[config.mk]
export PLATFORM = sky130hd
export DESIGN_NAME = execute_ctl
export DESIGN_NICKNAME = d
export VERILOG_FILES = /design/src/hw/rv_isa_pkg.sv /design/src/hw/ex_ctl_pkg.sv /design/src/hw/instr_decoder.sv /design/src/hw/branch_resolver.sv /design/src/hw/execute_ctl.sv
export SDC_FILE = /design/constraint.sdc
export NUM_CORES = 1
export LEC_CHECK = 0
export BUFFER_PORTS_ARGS = -buffer_cell sky130_fd_sc_hd__buf_2
export CORE_MARGIN = 8
export CORE_UTILIZATION = 40
export DETAILED_ROUTE_END_ITERATION = 6
export PLACE_DENSITY = 0.71
export SETUP_SLACK_MARGIN = 0.15
export SKIP_CTS_REPAIR_TIMING = 1
export SLEW_MARGIN = 20
export SYNTH_ARGS = -nofsm -noshare
export SYNTH_HDL_FRONTEND = slang
export SYNTH_SLANG_ARGS = --single-unit
[constraint.sdc]
create_clock -name clk -period 4.3 [get_ports clk]
set_input_delay 0.215 -clock clk [delete_from_list [all_inputs] [get_ports clk]]
set_output_delay 0.215 -clock clk [all_outputs]
set_load 0.05 [all_outputs]
[src/hw/rv_isa_pkg.sv]
package rv_isa_pkg;

    localparam int XLEN = 32;

    // Major opcodes
    localparam logic [6:0] OPC_LUI    = 7'b0110111;
    localparam logic [6:0] OPC_AUIPC  = 7'b0010111;
    localparam logic [6:0] OPC_JAL    = 7'b1101111;
    localparam logic [6:0] OPC_JALR   = 7'b1100111;
    localparam logic [6:0] OPC_BRANCH = 7'b1100011;
    localparam logic [6:0] OPC_LOAD   = 7'b0000011;
    localparam logic [6:0] OPC_STORE  = 7'b0100011;
    localparam logic [6:0] OPC_OP_IMM = 7'b0010011;
    localparam logic [6:0] OPC_OP     = 7'b0110011;

    // Branch conditions
    localparam logic [2:0] F3_BEQ  = 3'b000;
    localparam logic [2:0] F3_BNE  = 3'b001;
    localparam logic [2:0] F3_BLT  = 3'b100;
    localparam logic [2:0] F3_BGE  = 3'b101;
    localparam logic [2:0] F3_BLTU = 3'b110;
    localparam logic [2:0] F3_BGEU = 3'b111;

    // ALU operations, shared by OP and OP-IMM
    localparam logic [2:0] F3_ADD  = 3'b000;
    localparam logic [2:0] F3_SLL  = 3'b001;
    localparam logic [2:0] F3_SLT  = 3'b010;
    localparam logic [2:0] F3_SLTU = 3'b011;
    localparam logic [2:0] F3_XOR  = 3'b100;
    localparam logic [2:0] F3_SR   = 3'b101;
    localparam logic [2:0] F3_OR   = 3'b110;
    localparam logic [2:0] F3_AND  = 3'b111;

    // Load widths
    localparam logic [2:0] F3_LB  = 3'b000;
    localparam logic [2:0] F3_LH  = 3'b001;
    localparam logic [2:0] F3_LW  = 3'b010;
    localparam logic [2:0] F3_LBU = 3'b100;
    localparam logic [2:0] F3_LHU = 3'b101;

    // Store widths
    localparam logic [2:0] F3_SB = 3'b000;
    localparam logic [2:0] F3_SH = 3'b001;
    localparam logic [2:0] F3_SW = 3'b010;

    // Alternate form selects SUB and SRA/SRAI
    localparam logic [6:0] F7_BASE = 7'b0000000;
    localparam logic [6:0] F7_ALT  = 7'b0100000;

    // Same 32-bit word seen as R-type or I-type
    typedef union packed {
        struct packed {
            logic [6:0] funct7;
            logic [4:0] rs2;
            logic [4:0] rs1;
            logic [2:0] funct3;
            logic [4:0] rd;
            logic [6:0] opcode;
        } r_view;
        struct packed {
            logic [11:0] imm12;
            logic [4:0]  rs1;
            logic [2:0]  funct3;
            logic [4:0]  rd;
            logic [6:0]  opcode;
        } i_view;
    } instr_u;

endpackage

[src/hw/ex_ctl_pkg.sv]
package ex_ctl_pkg;

    localparam int ALU_W = 4;
    localparam int IMM_W = 4;

    // ALU operation codes as the execute-stage ALU expects them
    localparam logic [ALU_W-1:0] ALU_AND    = 4'b0000;
    localparam logic [ALU_W-1:0] ALU_OR     = 4'b0001;
    localparam logic [ALU_W-1:0] ALU_XOR    = 4'b0010;
    localparam logic [ALU_W-1:0] ALU_ADD    = 4'b0011;
    localparam logic [ALU_W-1:0] ALU_SUB    = 4'b0100;

    // Operand B straight through, used by LUI
    localparam logic [ALU_W-1:0] ALU_PASS_B = 4'b0110;

    localparam logic [ALU_W-1:0] ALU_SLL    = 4'b0111;
    localparam logic [ALU_W-1:0] ALU_SRL    = 4'b1000;
    localparam logic [ALU_W-1:0] ALU_SRA    = 4'b1010;

    // Compare results, 1 or 0 in bit 0
    localparam logic [ALU_W-1:0] ALU_SLTU   = 4'b1011;
    localparam logic [ALU_W-1:0] ALU_SLT    = 4'b1100;

    // Immediate generator formats
    localparam logic [IMM_W-1:0] IMM_NONE = 4'd0;
    localparam logic [IMM_W-1:0] IMM_I    = 4'd1;
    localparam logic [IMM_W-1:0] IMM_S    = 4'd2;
    localparam logic [IMM_W-1:0] IMM_B    = 4'd3;
    localparam logic [IMM_W-1:0] IMM_U    = 4'd4;
    localparam logic [IMM_W-1:0] IMM_J    = 4'd5;

endpackage

[src/hw/instr_decoder.sv]
`timescale 1ns/1ps

module instr_decoder (
    input  rv_isa_pkg::instr_u              instruction,
    output logic                            a_sel,
    output logic                            b_sel,
    output logic [ex_ctl_pkg::IMM_W-1:0]    imm_sel,
    output logic [ex_ctl_pkg::ALU_W-1:0]    alu_sel,
    output logic                            br_un
);

    logic [6:0]                     opcode;
    logic [2:0]                     funct3;
    logic                           is_op;
    logic [6:0]                     arith_f7;
    logic                           f7_base;
    logic                           f7_alt;
    logic [ex_ctl_pkg::ALU_W-1:0]   arith_alu;
    logic                           arith_ok;

    assign opcode = instruction.r_view.opcode;
    assign funct3 = instruction.r_view.funct3;
    assign is_op  = (opcode == rv_isa_pkg::OPC_OP);

    // OP-IMM shifts hold shamt in imm12[4:0], qualifier sits above it
    assign arith_f7 = is_op ? instruction.r_view.funct7
                            : instruction.i_view.imm12[11:5];

    assign f7_base = (arith_f7 == rv_isa_pkg::F7_BASE);
    assign f7_alt  = (arith_f7 == rv_isa_pkg::F7_ALT);

    // funct3 to ALU op, common to OP and OP-IMM
    always_comb begin
        arith_alu = ex_ctl_pkg::ALU_AND;
        // Register form needs a clean funct7 unless the alternate is allowed
        arith_ok  = !is_op || f7_base;
        case (funct3)
            rv_isa_pkg::F3_ADD: begin
                if (is_op && f7_alt) begin
                    arith_alu = ex_ctl_pkg::ALU_SUB;
                    arith_ok  = 1'b1;
                end else begin
                    arith_alu = ex_ctl_pkg::ALU_ADD;
                end
            end
            rv_isa_pkg::F3_SLL: begin
                arith_alu = ex_ctl_pkg::ALU_SLL;
            end
            rv_isa_pkg::F3_SLT: begin
                arith_alu = ex_ctl_pkg::ALU_SLT;
            end
            rv_isa_pkg::F3_SLTU: begin
                arith_alu = ex_ctl_pkg::ALU_SLTU;
            end
            rv_isa_pkg::F3_XOR: begin
                arith_alu = ex_ctl_pkg::ALU_XOR;
            end
            rv_isa_pkg::F3_SR: begin
                // Logical or arithmetic, for both register and immediate forms
                arith_ok  = f7_base || f7_alt;
                arith_alu = f7_alt ? ex_ctl_pkg::ALU_SRA : ex_ctl_pkg::ALU_SRL;
            end
            rv_isa_pkg::F3_OR: begin
                arith_alu = ex_ctl_pkg::ALU_OR;
            end
            rv_isa_pkg::F3_AND: begin
                arith_alu = ex_ctl_pkg::ALU_AND;
            end
        endcase
    end

    always_comb begin
        // Anything unrecognised leaves the all-zero controls
        a_sel   = 1'b0;
        b_sel   = 1'b0;
        imm_sel = ex_ctl_pkg::IMM_NONE;
        alu_sel = ex_ctl_pkg::ALU_AND;
        br_un   = 1'b0;

        case (opcode)
            rv_isa_pkg::OPC_LUI: begin
                b_sel   = 1'b1;
                imm_sel = ex_ctl_pkg::IMM_U;
                alu_sel = ex_ctl_pkg::ALU_PASS_B;
            end
            rv_isa_pkg::OPC_AUIPC: begin
                a_sel   = 1'b1;
                b_sel   = 1'b1;
                imm_sel = ex_ctl_pkg::IMM_U;
                alu_sel = ex_ctl_pkg::ALU_ADD;
            end
            rv_isa_pkg::OPC_JAL: begin
                // Target is PC plus J immediate
                a_sel   = 1'b1;
                b_sel   = 1'b1;
                imm_sel = ex_ctl_pkg::IMM_J;
                alu_sel = ex_ctl_pkg::ALU_ADD;
            end
            rv_isa_pkg::OPC_JALR: begin
                // Target is rs1 plus I immediate
                b_sel   = 1'b1;
                imm_sel = ex_ctl_pkg::IMM_I;
                alu_sel = ex_ctl_pkg::ALU_ADD;
            end
            rv_isa_pkg::OPC_BRANCH: begin
                case (funct3)
                    rv_isa_pkg::F3_BEQ,
                    rv_isa_pkg::F3_BNE,
                    rv_isa_pkg::F3_BLT,
                    rv_isa_pkg::F3_BGE: begin
                        imm_sel = ex_ctl_pkg::IMM_B;
                        alu_sel = ex_ctl_pkg::ALU_ADD;
                    end
                    rv_isa_pkg::F3_BLTU,
                    rv_isa_pkg::F3_BGEU: begin
                        imm_sel = ex_ctl_pkg::IMM_B;
                        alu_sel = ex_ctl_pkg::ALU_ADD;
                        br_un   = 1'b1;
                    end
                    default: begin
                    end
                endcase
            end
            rv_isa_pkg::OPC_LOAD: begin
                case (funct3)
                    rv_isa_pkg::F3_LB,
                    rv_isa_pkg::F3_LH,
                    rv_isa_pkg::F3_LW,
                    rv_isa_pkg::F3_LBU,
                    rv_isa_pkg::F3_LHU: begin
                        b_sel   = 1'b1;
                        imm_sel = ex_ctl_pkg::IMM_I;
                        alu_sel = ex_ctl_pkg::ALU_ADD;
                    end
                    default: begin
                    end
                endcase
            end
            rv_isa_pkg::OPC_STORE: begin
                case (funct3)
                    rv_isa_pkg::F3_SB,
                    rv_isa_pkg::F3_SH,
                    rv_isa_pkg::F3_SW: begin
                        b_sel   = 1'b1;
                        imm_sel = ex_ctl_pkg::IMM_S;
                        alu_sel = ex_ctl_pkg::ALU_ADD;
                    end
                    default: begin
                    end
                endcase
            end
            rv_isa_pkg::OPC_OP_IMM: begin
                if (arith_ok) begin
                    b_sel   = 1'b1;
                    imm_sel = ex_ctl_pkg::IMM_I;
                    alu_sel = arith_alu;
                end
            end
            rv_isa_pkg::OPC_OP: begin
                if (arith_ok) begin
                    alu_sel = arith_alu;
                end
            end
            // FENCE and SYSTEM land here as well
            default: begin
            end
        endcase
    end

endmodule

[src/hw/branch_resolver.sv]
`timescale 1ns/1ps

module branch_resolver (
    input  rv_isa_pkg::instr_u  instruction,
    input  logic                br_eq,
    input  logic                br_lt,
    output logic                pc_sel
);

    logic [6:0] opcode;
    logic [2:0] funct3;

    assign opcode = instruction.r_view.opcode;
    assign funct3 = instruction.r_view.funct3;

    always_comb begin
        pc_sel = 1'b0;
        case (opcode)
            rv_isa_pkg::OPC_JAL,
            rv_isa_pkg::OPC_JALR: begin
                pc_sel = 1'b1;
            end
            rv_isa_pkg::OPC_BRANCH: begin
                // br_lt already reflects br_un from the decoder
                case (funct3)
                    rv_isa_pkg::F3_BEQ:  pc_sel = br_eq;
                    rv_isa_pkg::F3_BNE:  pc_sel = !br_eq;
                    rv_isa_pkg::F3_BLT,
                    rv_isa_pkg::F3_BLTU: pc_sel = br_lt;
                    rv_isa_pkg::F3_BGE,
                    rv_isa_pkg::F3_BGEU: pc_sel = !br_lt;
                    // 010 and 011 are not branches
                    default:             pc_sel = 1'b0;
                endcase
            end
            default: begin
                pc_sel = 1'b0;
            end
        endcase
    end

endmodule

[src/hw/execute_ctl.sv]
`timescale 1ns/1ps

module execute_ctl (
    input  logic                            clk,
    input  logic                            rst,
    input  logic                            in_valid,
    input  logic                            br_eq,
    input  logic                            br_lt,
    input  logic [rv_isa_pkg::XLEN-1:0]     instruction,
    input  logic [rv_isa_pkg::XLEN-1:0]     data_a,
    input  logic [rv_isa_pkg::XLEN-1:0]     data_b,
    input  logic [rv_isa_pkg::XLEN-1:0]     pc_de,
    output logic                            in_ready,
    input  logic                            out_ready,
    output logic                            out_valid,
    output logic                            a_sel,
    output logic                            b_sel,
    output logic                            br_un,
    output logic                            pc_sel,
    output logic [ex_ctl_pkg::IMM_W-1:0]    imm_sel,
    output logic [ex_ctl_pkg::ALU_W-1:0]    alu_sel,
    output logic [rv_isa_pkg::XLEN-1:0]     data_a_exe,
    output logic [rv_isa_pkg::XLEN-1:0]     data_b_exe,
    output logic [rv_isa_pkg::XLEN-1:0]     pc_exe,
    output logic [rv_isa_pkg::XLEN-1:0]     instr_exe
);

    logic                           dec_a_sel;
    logic                           dec_b_sel;
    logic                           dec_br_un;
    logic [ex_ctl_pkg::IMM_W-1:0]   dec_imm_sel;
    logic [ex_ctl_pkg::ALU_W-1:0]   dec_alu_sel;
    logic                           res_pc_sel;
    logic                           accept;

    instr_decoder u_decoder (
        .instruction (instruction),
        .a_sel       (dec_a_sel),
        .b_sel       (dec_b_sel),
        .imm_sel     (dec_imm_sel),
        .alu_sel     (dec_alu_sel),
        .br_un       (dec_br_un)
    );

    branch_resolver u_resolver (
        .instruction (instruction),
        .br_eq       (br_eq),
        .br_lt       (br_lt),
        .pc_sel      (res_pc_sel)
    );

    // Single-entry stage, refills on the same edge it drains
    assign in_ready = !out_valid || out_ready;
    assign accept   = in_valid && in_ready;

    always_ff @(posedge clk or posedge rst) begin
        if (rst) begin
            out_valid  <= 1'b0;
            a_sel      <= 1'b0;
            b_sel      <= 1'b1;
            imm_sel    <= ex_ctl_pkg::IMM_NONE;
            alu_sel    <= ex_ctl_pkg::ALU_PASS_B;
            br_un      <= 1'b0;
            pc_sel     <= 1'b0;
            data_a_exe <= '0;
            data_b_exe <= '0;
            pc_exe     <= '0;
            instr_exe  <= '0;
        end else begin
            if (accept) begin
                out_valid  <= 1'b1;
                a_sel      <= dec_a_sel;
                b_sel      <= dec_b_sel;
                imm_sel    <= dec_imm_sel;
                alu_sel    <= dec_alu_sel;
                br_un      <= dec_br_un;
                pc_sel     <= res_pc_sel;
                data_a_exe <= data_a;
                data_b_exe <= data_b;
                pc_exe     <= pc_de;
                instr_exe  <= instruction;
            end else if (out_ready) begin
                // Consumed with nothing behind it
                out_valid <= 1'b0;
            end
        end
    end

endmodule

==> Word level (Yosys, flattened, before mapping) <==
Index checks and enable logic that the tools add are counted.
{ "totals": {"reg_bits": 141, "inputBits": 134, "out_inout_bits": 142, "word_cells": 77} }
{ "op_classes": {"mux": 25, "eq_ne": 17, "reduce_logical": 24} }
{ "op_table": {"columns": ["op", "count"], "rows": [
  ["$pmux 4 s8", 1],
  ["$eq 7x6->1 const B", 4],
  ["$pmux 4 s7", 1],
  ["$pmux 4 s6", 1],
  ["$eq 7x7->1 const B", 3],
  ["$eq 7x5->1 const B", 2],
  ["$reduce_or 2->1", 7],
  ["$eq 3x3->1 const B", 4],
  ["$mux 1", 11],
  ["$mux 2", 5],
  ["$pmux 1 s4", 2],
  ["$eq 7x2->1 const B", 1],
  ["$logic_not 7->1", 1],
  ["$eq 3x2->1 const B", 2],
  ["$reduce_or 3->1", 2],
  ["$reduce_or 6->1", 1],
  ["$reduce_or 5->1", 1],
  ["$logic_not 1->1", 4],
  ["$mux 4", 1],
  ["$pmux 1 s2", 2],
  ["$reduce_or 4->1", 1],
  ["$eq 3x1->1 const B", 1],
  ["$logic_not 3->1", 1],
  ["$logic_or 1x1->1", 3],
  ["other kinds (3)", 4]
]} }

==> Logic depth before layout (Yosys ltp) <==
Gate-level depths: netlist of the first run.
{ "depth": {"word_depth": 7, "mapped_depth": 7} }

==> Cells and area by module <==
A second synthesis of the first run with hierarchy kept.
{ "unflattened": {"hier_cells": 373, "area_unflattened_um2": 6113.4} }
{ "modules_own_cells": {"columns": ["module", "n_inst", "cells_per_inst", "area_per_inst_um2"], "rows": [
  ["execute_ctl", 1, 300, 5657.9],
  ["instr_decoder", 1, 64, 386.6],
  ["branch_resolver", 1, 9, 68.8]
]} }

==> Worst setup path after synthesis of the first run <==
OpenSTA, ideal clock, no wires.
{ "synth_timing": {"path_type": "reg2reg", "startpoint": "reg out_valid", "endpoint": "reg data_a_exe[0] (netlist name)", "arrival_time_ns": 1.931, "synth_period_minus_slack_ns": 2.048, "path_slack_ns": 2.252, "stages_incl_launch_ff": 8, "path_buffers": 3, "required_ns": 4.182, "cell_sequence": "dfrtp_1 -> nand2b_1 -> and2_1 -> buf_2 -> buf_2 -> buf_2 -> nand2_1 -> nand2_1"} }
{ "synth_via": {"elab_chain_len": 3} }
{ "synth_rtl": {"columns": ["element", "line_no", "text"], "rows": [
  ["start: declaration", "execute_ctl.sv:15", "output logic out_valid,"],
  ["start signal: assignment", "execute_ctl.sv:58", "out_valid <= 1'b0;"],
  ["start signal: assignment", "execute_ctl.sv:71", "out_valid <= 1'b1;"],
  ["start signal: assignment", "execute_ctl.sv:84", "out_valid <= 1'b0;"],
  ["$logic_not 1->1", "execute_ctl.sv:53", "assign in_ready = !out_valid || out_ready;"],
  ["$logic_or 1x1->1", "execute_ctl.sv:53", null],
  ["net in_ready", "execute_ctl.sv:13", "output logic in_ready,"],
  ["$logic_and 1x1->1", "execute_ctl.sv:54", "assign accept = in_valid && in_ready;"],
  ["end signal: assignment", "execute_ctl.sv:78", "data_a_exe <= data_a;"],
  ["end: declaration", "execute_ctl.sv:22", "output logic [rv_isa_pkg::XLEN-1:0] data_a_exe,"]
]} }
The timed path passes the listed nets, and every way through them passes these cells.
A chain may end at the register's enable or synchronous reset.

==> Final worst setup path of the first run <==
{ "layout_timing": {"startpoint": "reg out_valid", "endpoint": "reg data_b_exe[27] (netlist name)"} }
{ "layout_via": {"elab_chain_len": 3} }
{ "layout_rtl": {"columns": ["element", "line_no", "text"], "rows": [
  ["$logic_not 1->1", "execute_ctl.sv:53", null],
  ["$logic_or 1x1->1", "execute_ctl.sv:53", null],
  ["$logic_and 1x1->1", "execute_ctl.sv:54", null],
  ["end signal: assignment", "execute_ctl.sv:79", "data_b_exe <= data_b;"],
  ["end: declaration", "execute_ctl.sv:23", "output logic [rv_isa_pkg::XLEN-1:0] data_b_exe,"]
]} }
No other way between the ends.

==> impl_metrics.yaml, run 1 <==
synth:
  synth-seq-cells: 140
  synthDistinctLibCells: 45
  synthTopCellsByArea: "dfrtp_1 60%, nand2_1 26%, buf_2 1.5%, dfstp_2 1.4%, o21ai_0 0.79%"
  postSynthAreaPerCell_um2: 8.801
  netlist_area_um2: 5703
  yosysWarnings: 0
  synth_nets: 782
  synthArstFlopShare_pct: 100.0
  synth_top_area_cell: "dfrtp_1"
  yosysTopAreaCellShare_pct: 60.11
  synth-edff-count: 0
  synth-main-ff-cell: "dfrtp_1"
  yosysSeqAreaShare_pct: 61.50
  syn-instance-count: 648
cts:
  h-tree-depth: 4
  clockBufferDepth: 2
  cts_buffers: 17
  cts_root_buf: "clkbuf_16"
  clkSlewWorstSetupHoldPaths_ns: 0.06
  tritoncts: "built"
  clkLatencyLatePin_ns: 0.41
  numClockSinks: 140
final_layout:
  final_cell_area_um2: 8297
  fillCellCount: 1204
  drive_gt1_share_pct: 32.42
  layout.nets: 1104
  area_growth_pct: 45.48
  layout_common_cells: "388 x nand2_1, 274 x buf_2, 137 x dfrtp_1"
  final_common_cell: "nand2_1"
worst_setup_path:
  worstSetupPathType: "reg2reg"
  worst_setup_path_start_kind: "flip-flop"
  r2r-start: "out_valid"
  cp.arrival_ns: 2.28
  crit_fanout: 79
  rr_worst_depth: 5
  cp-startpoint: "out_valid"
  r2r_setup_slack_ns: 2.37
  end_kind: "flip-flop"
  endpoint: "data_b_exe[27]"
  r2r-end: "data_b_exe[27]"
  cp.required_ns: 4.65
floorplanning:
  num_rows: 43
  coreArea_um2: 13880
  die_area_um2: 18330
  initial_core_util_pct: 41.09
  io_pins: 276
  die-width_um: 135.4
  die_y_um: 135.4
global_routing:
  grt_max_degree: 80
  grt_usage_pct: 18.11
  grt_first_pass_wirelength_um: 26220
  grt-ovfl-total: 0
  antenna_found_initial: 1
  grt_pass1_vias: 5112
sta:
  fin_crit_sh_pct: 45.00
  finalHoldViolations: 15
  setup_tns_ns: 0
  slew_headroom_pct: 44.15
  post-route-min-period_ns: 1.935
  fmax_mhz: 516.8
  fin_skew_ns: 0.006272
  maxSlewViolCount: 0
  rsz0062_at_grt: "false"
  worst_slew_pin_slew_ns: 0.8377
  setup_ws_ns: 2.365
  holdWs_ns: -0.006549
  setup_viol: 0
route:
  antenna_left: 0
  drtIter0Drc: 299
  drt_drc_violations_left: 0
  wl_um: 17810
  via_per_inst: 4.671
  first_pass_iters: 4
  route.vias.total: 5428
  wl_per_cell_um: 15.33
placed_design:
  dpl_cell_area_um2: 7182
  dp_slack_ns: 2.355
  portBuffers: 274
  gp_congestion: 0.7906
  dp_hpwl_um: 12300
job:
  cap_viol_max_count: 0
status:
  status: "finished with violations"
  violations: "hold timing"
power:
  total_leakage_power_nw: 4.682
  p_per_area_nw_per_um2: 488.1
  peakVddDrop_mv: 0.2740
min_path:
  hp-class: "in2reg"
## stage by stage
stage	power (mW)	utilization [%]	std cells
floorplan	2.412	-	648
global placement	2.723	51.74	1072
detailed placement	2.738	51.74	1072
CTS	4.051	55.50	1102
global route	4.241	59.75	1161
finish	4.049	59.77	1162
## where the power goes
part | internal (mW) | leakage, nW | switching [mW]
Clock | 0.773 | 0.244 | 0.520
Combinational | 0.277 | 2.72 | 0.906
Sequential | 1.49 | 1.72 | 0.0867
Total | 2.54 | 4.68 | 1.51
## logic make-up (layout without fill, tap and decap cells)
family          count (synthesis)  count (layout)  share of synthesized area (%)
compound gates                 43              43                          5.638
xor+xnor                        1               1                         0.1536
buf+inv                        42             375                          3.466
flops                         140             140                          61.50
mux                             2               2                         0.3510
other cells                     1               2                        0.06576
simple gates                  419             419                          28.83
## worst max-delay path, stage by stage, from the launching register on
cell,delay [ns]
dfrtp_1,0.35
nand2b_1,0.13
nand2_4,0.64
buf_4,0.47
nand2_1,0.13
nand2_1,0.10
## sequential cells by signal, summed over array words and instances, names as in the netlist
| signal | count |
|---|---|
| pc_sel | 1 |
| a_sel | 1 |
| instr_exe | 32 |
| imm_sel | 3 |
| out_valid | 1 |
| b_sel | 1 |
| br_un | 1 |
| alu_sel | 4 |
| pc_exe | 32 |
| data_a_exe | 32 |
| data_b_exe | 32 |
## cell usage after synthesis, types with 4 or more instances
master      n
a21oi_1     7
buf_1       4
buf_2      17
clkbuf_1   11
dfrtp_1   137
inv_1       5
nand2_1   388
nand3_1     5
nor2_1     11
o211ai_1    4
o21ai_0     9
## cell type report
cell class	count	area, um2	share of cell area (%)
Antenna cell	1	2.502	0.03016
Clock buffer	24	481.7	5.806
Clock inverter	6	40.04	0.4826
Inverter	6	27.53	0.3318
Multi-Input combinational cell	466	2006	24.17
Sequential cell	140	3507	42.27
Tap cell	180	225.2	2.715
Timing Repair Buffer	339	2007	24.19
## worst min path at each step
stage | from | endpoint | slack (ns) | cells after the start
global placement | rst | pc_exe[5] | 0.39 | 2
CTS | rst | data_a_exe[2] | -0.07 | 2
detailed placement | rst | data_b_exe[23] | 0.39 | 2
global route | data_a[0] | data_a_exe[0] | -0.003 | 3
finish | pc_de[15] | pc_exe[15] | -0.007 | 3
floorplan | data_a[0] | data_a_exe[0] | 0.32 | 2
## routing by layer
metal  GRT usage, %  up-vias  wire length, um
li1               -     2658                -
met1          22.36     2519             7254
met2          28.31      213             8713
met3          6.565       36             1391
met4          7.218        2              435
met5              0        -               12
Power figures use the tool's default switching activity.
==> run 2: changes to the inputs <==
==> constraint.sdc (replaced) <==
create_clock -name clk -period 1.9 [get_ports clk]
set_input_delay 0.095 -clock clk [delete_from_list [all_inputs] [get_ports clk]]
set_output_delay 0.095 -clock clk [all_outputs]
set_load 0.05 [all_outputs]
==> impl_metrics.yaml, run 2 (synthesis results as in run 1) <==
placed_design:
  gp_congestion: 0.7816
  dp_hpwl_um: 12420
  portBuffers: 274
  dp_slack_ns: 0.4544
sta:
  fin_crit_sh_pct: 82.84
  finalHoldViolations: 0
  slew_headroom_pct: 65.21
  post-route-min-period_ns: 1.574
  fmax_mhz: 635.3
  worst_slew_pin_slew_ns: 0.5153
  fin_skew_ns: 0.003877
  holdWs_ns: 0.01193
  rsz0062_at_grt: "false"
  setup_viol: 0
  setup_ws_ns: 0.3260
  setup_tns_ns: 0
  maxSlewViolCount: 0
worst_setup_path:
  end_kind: "flip-flop"
  cp.required_ns: 2.19
  worst_setup_path_start_kind: "input port"
  path_delay_family: "compound AO/OA/AOI/OAI gates"
  critical_path.max_stage_delay_ns: 0.53
  crit_buf_inv: 2
  crit_fanout: 3
  cp.arrival_ns: 1.87
  worstSetupPathType: "in2reg"
  cp-startpoint: "instruction[25]"
  r2r-start: "out_valid"
  cp_slowest_cell: "dlygate4sd3_1"
  crit_chain: "dlygate4sd3_1 -> buf_2 -> nor4_4 -> a41oi_1 -> o21ai_0 -> a21oi_1 -> o221a_1"
job:
  cap_viol_max_count: 0
global_routing:
  antenna_found_initial: 1
  grt_pass1_vias: 5063
  grt_first_pass_wirelength_um: 25990
  grt_usage_pct: 17.97
  grt-ovfl-total: 0
  grt_max_degree: 72
route:
  drt_drc_violations_left: 0
  wl_per_cell_um: 16.02
  route.vias.total: 5824
  wl_um: 19750
  first_pass_iters: 5
  drtIter0Drc: 373
  antenna_left: 0
  via_per_inst: 4.723
power:
  p_per_area_nw_per_um2: 1074
  p_comb_share_pct: 29.0
  sequentialPowerShare_pct: 36.3
  internal_power_mw: 6.265
  peakVddDrop_mv: 0.5786
  clkPwrFrac_pct: 34.7
  switchingPower_mw: 3.535
  p_sw_share_pct: 36.07
  total_leakage_power_nw: 5.022
floorplanning:
  initial_core_util_pct: 41.09
  die_y_um: 135.4
  num_rows: 43
  io_pins: 276
  coreArea_um2: 13880
  die-width_um: 135.4
  die_area_um2: 18330
cts:
  clkLatencyLatePin_ns: 0.41
  cts_root_buf: "clkbuf_16"
  clockBufferDepth: 2
  tritoncts: "built"
  clkSlewWorstSetupHoldPaths_ns: 0.06
  numClockSinks: 140
  cts_buffers: 17
  h-tree-depth: 4
final_layout:
  final_common_cell: "nand2_1"
  fin_util_pct: 65.72
  area_growth_pct: 59.96
  layout.nets: 1169
  layout_common_cells: "388 x nand2_1, 274 x buf_2, 137 x dfrtp_1"
  drive_gt1_share_pct: 30.92
min_path:
  min_from: "instruction[6]"
  hp-class: "in2reg"
status:
  status: "complete, no violations"
==> run 2: per-layer routing <==
layer | GRT usage [%] | vias to the layer above | routed length (um)
met5 | 0 | - | 0
met4 | 5.367 | 0 | 616
met3 | 7.493 | 50 | 1497
met2 | 29.66 | 251 | 10060
met1 | 20.93 | 2727 | 7578
li1 | - | 2796 | -
==> run 2: final cells by class <==
cell class | count | area [um2]
clock buffers | 22 | 474.2
flip-flops and latches | 140 | 3507
fillers | 1069 | 4758
repair buffers | 404 | 2730
well taps | 180 | 225.2
multi-input cells | 466 | 2008
clock inverters | 10 | 138.9
diodes | 5 | 12.51
inverters | 6 | 26.28
==> run 2: worst min-delay path: cells and delay by family <==
kind                   cells  cell delay [ns]
and+or+nand+nor            2             0.12
buffers and inverters      1             0.17
==> run 2: power by group through the flow <==
stage,Clock (mW),Combinational [mW],Sequential (mW)
2_1_floorplan,0,0.536,4.92
3_3_place_gp,0,2.61,3.58
3_5_place_dp,0,2.64,3.59
4_1_cts,3.46,2.64,3.55
5_1_grt,3.59,3.01,3.60
6_report,3.40,2.84,3.56
==> run 2: worst paths after layout <==
check / slack (ns) / to / depth (start not counted)
worst max register to register: 0.41 / data_a_exe[0] / 5
worst min register to register: 0.47 / pc_exe[10] / 2
max in group asynchronous: 1.17 / alu_sel[2] / 4
worst min-delay path: 0.01 / instr_exe[6] / 3
worst max-delay path: 0.33 / alu_sel[0] / 7
min in group asynchronous: 0.38 / data_b_exe[2] / 4
==> run 2: stage by stage <==
step	area [um2]	cells	total power [mW]
2_1_floorplan	5709	648	5.460
3_3_place_gp	7266	1073	6.184
3_5_place_dp	7266	1073	6.228
4_1_cts	7879	1105	9.645
5_1_grt	9112	1229	10.20
6_report	9123	1233	9.800
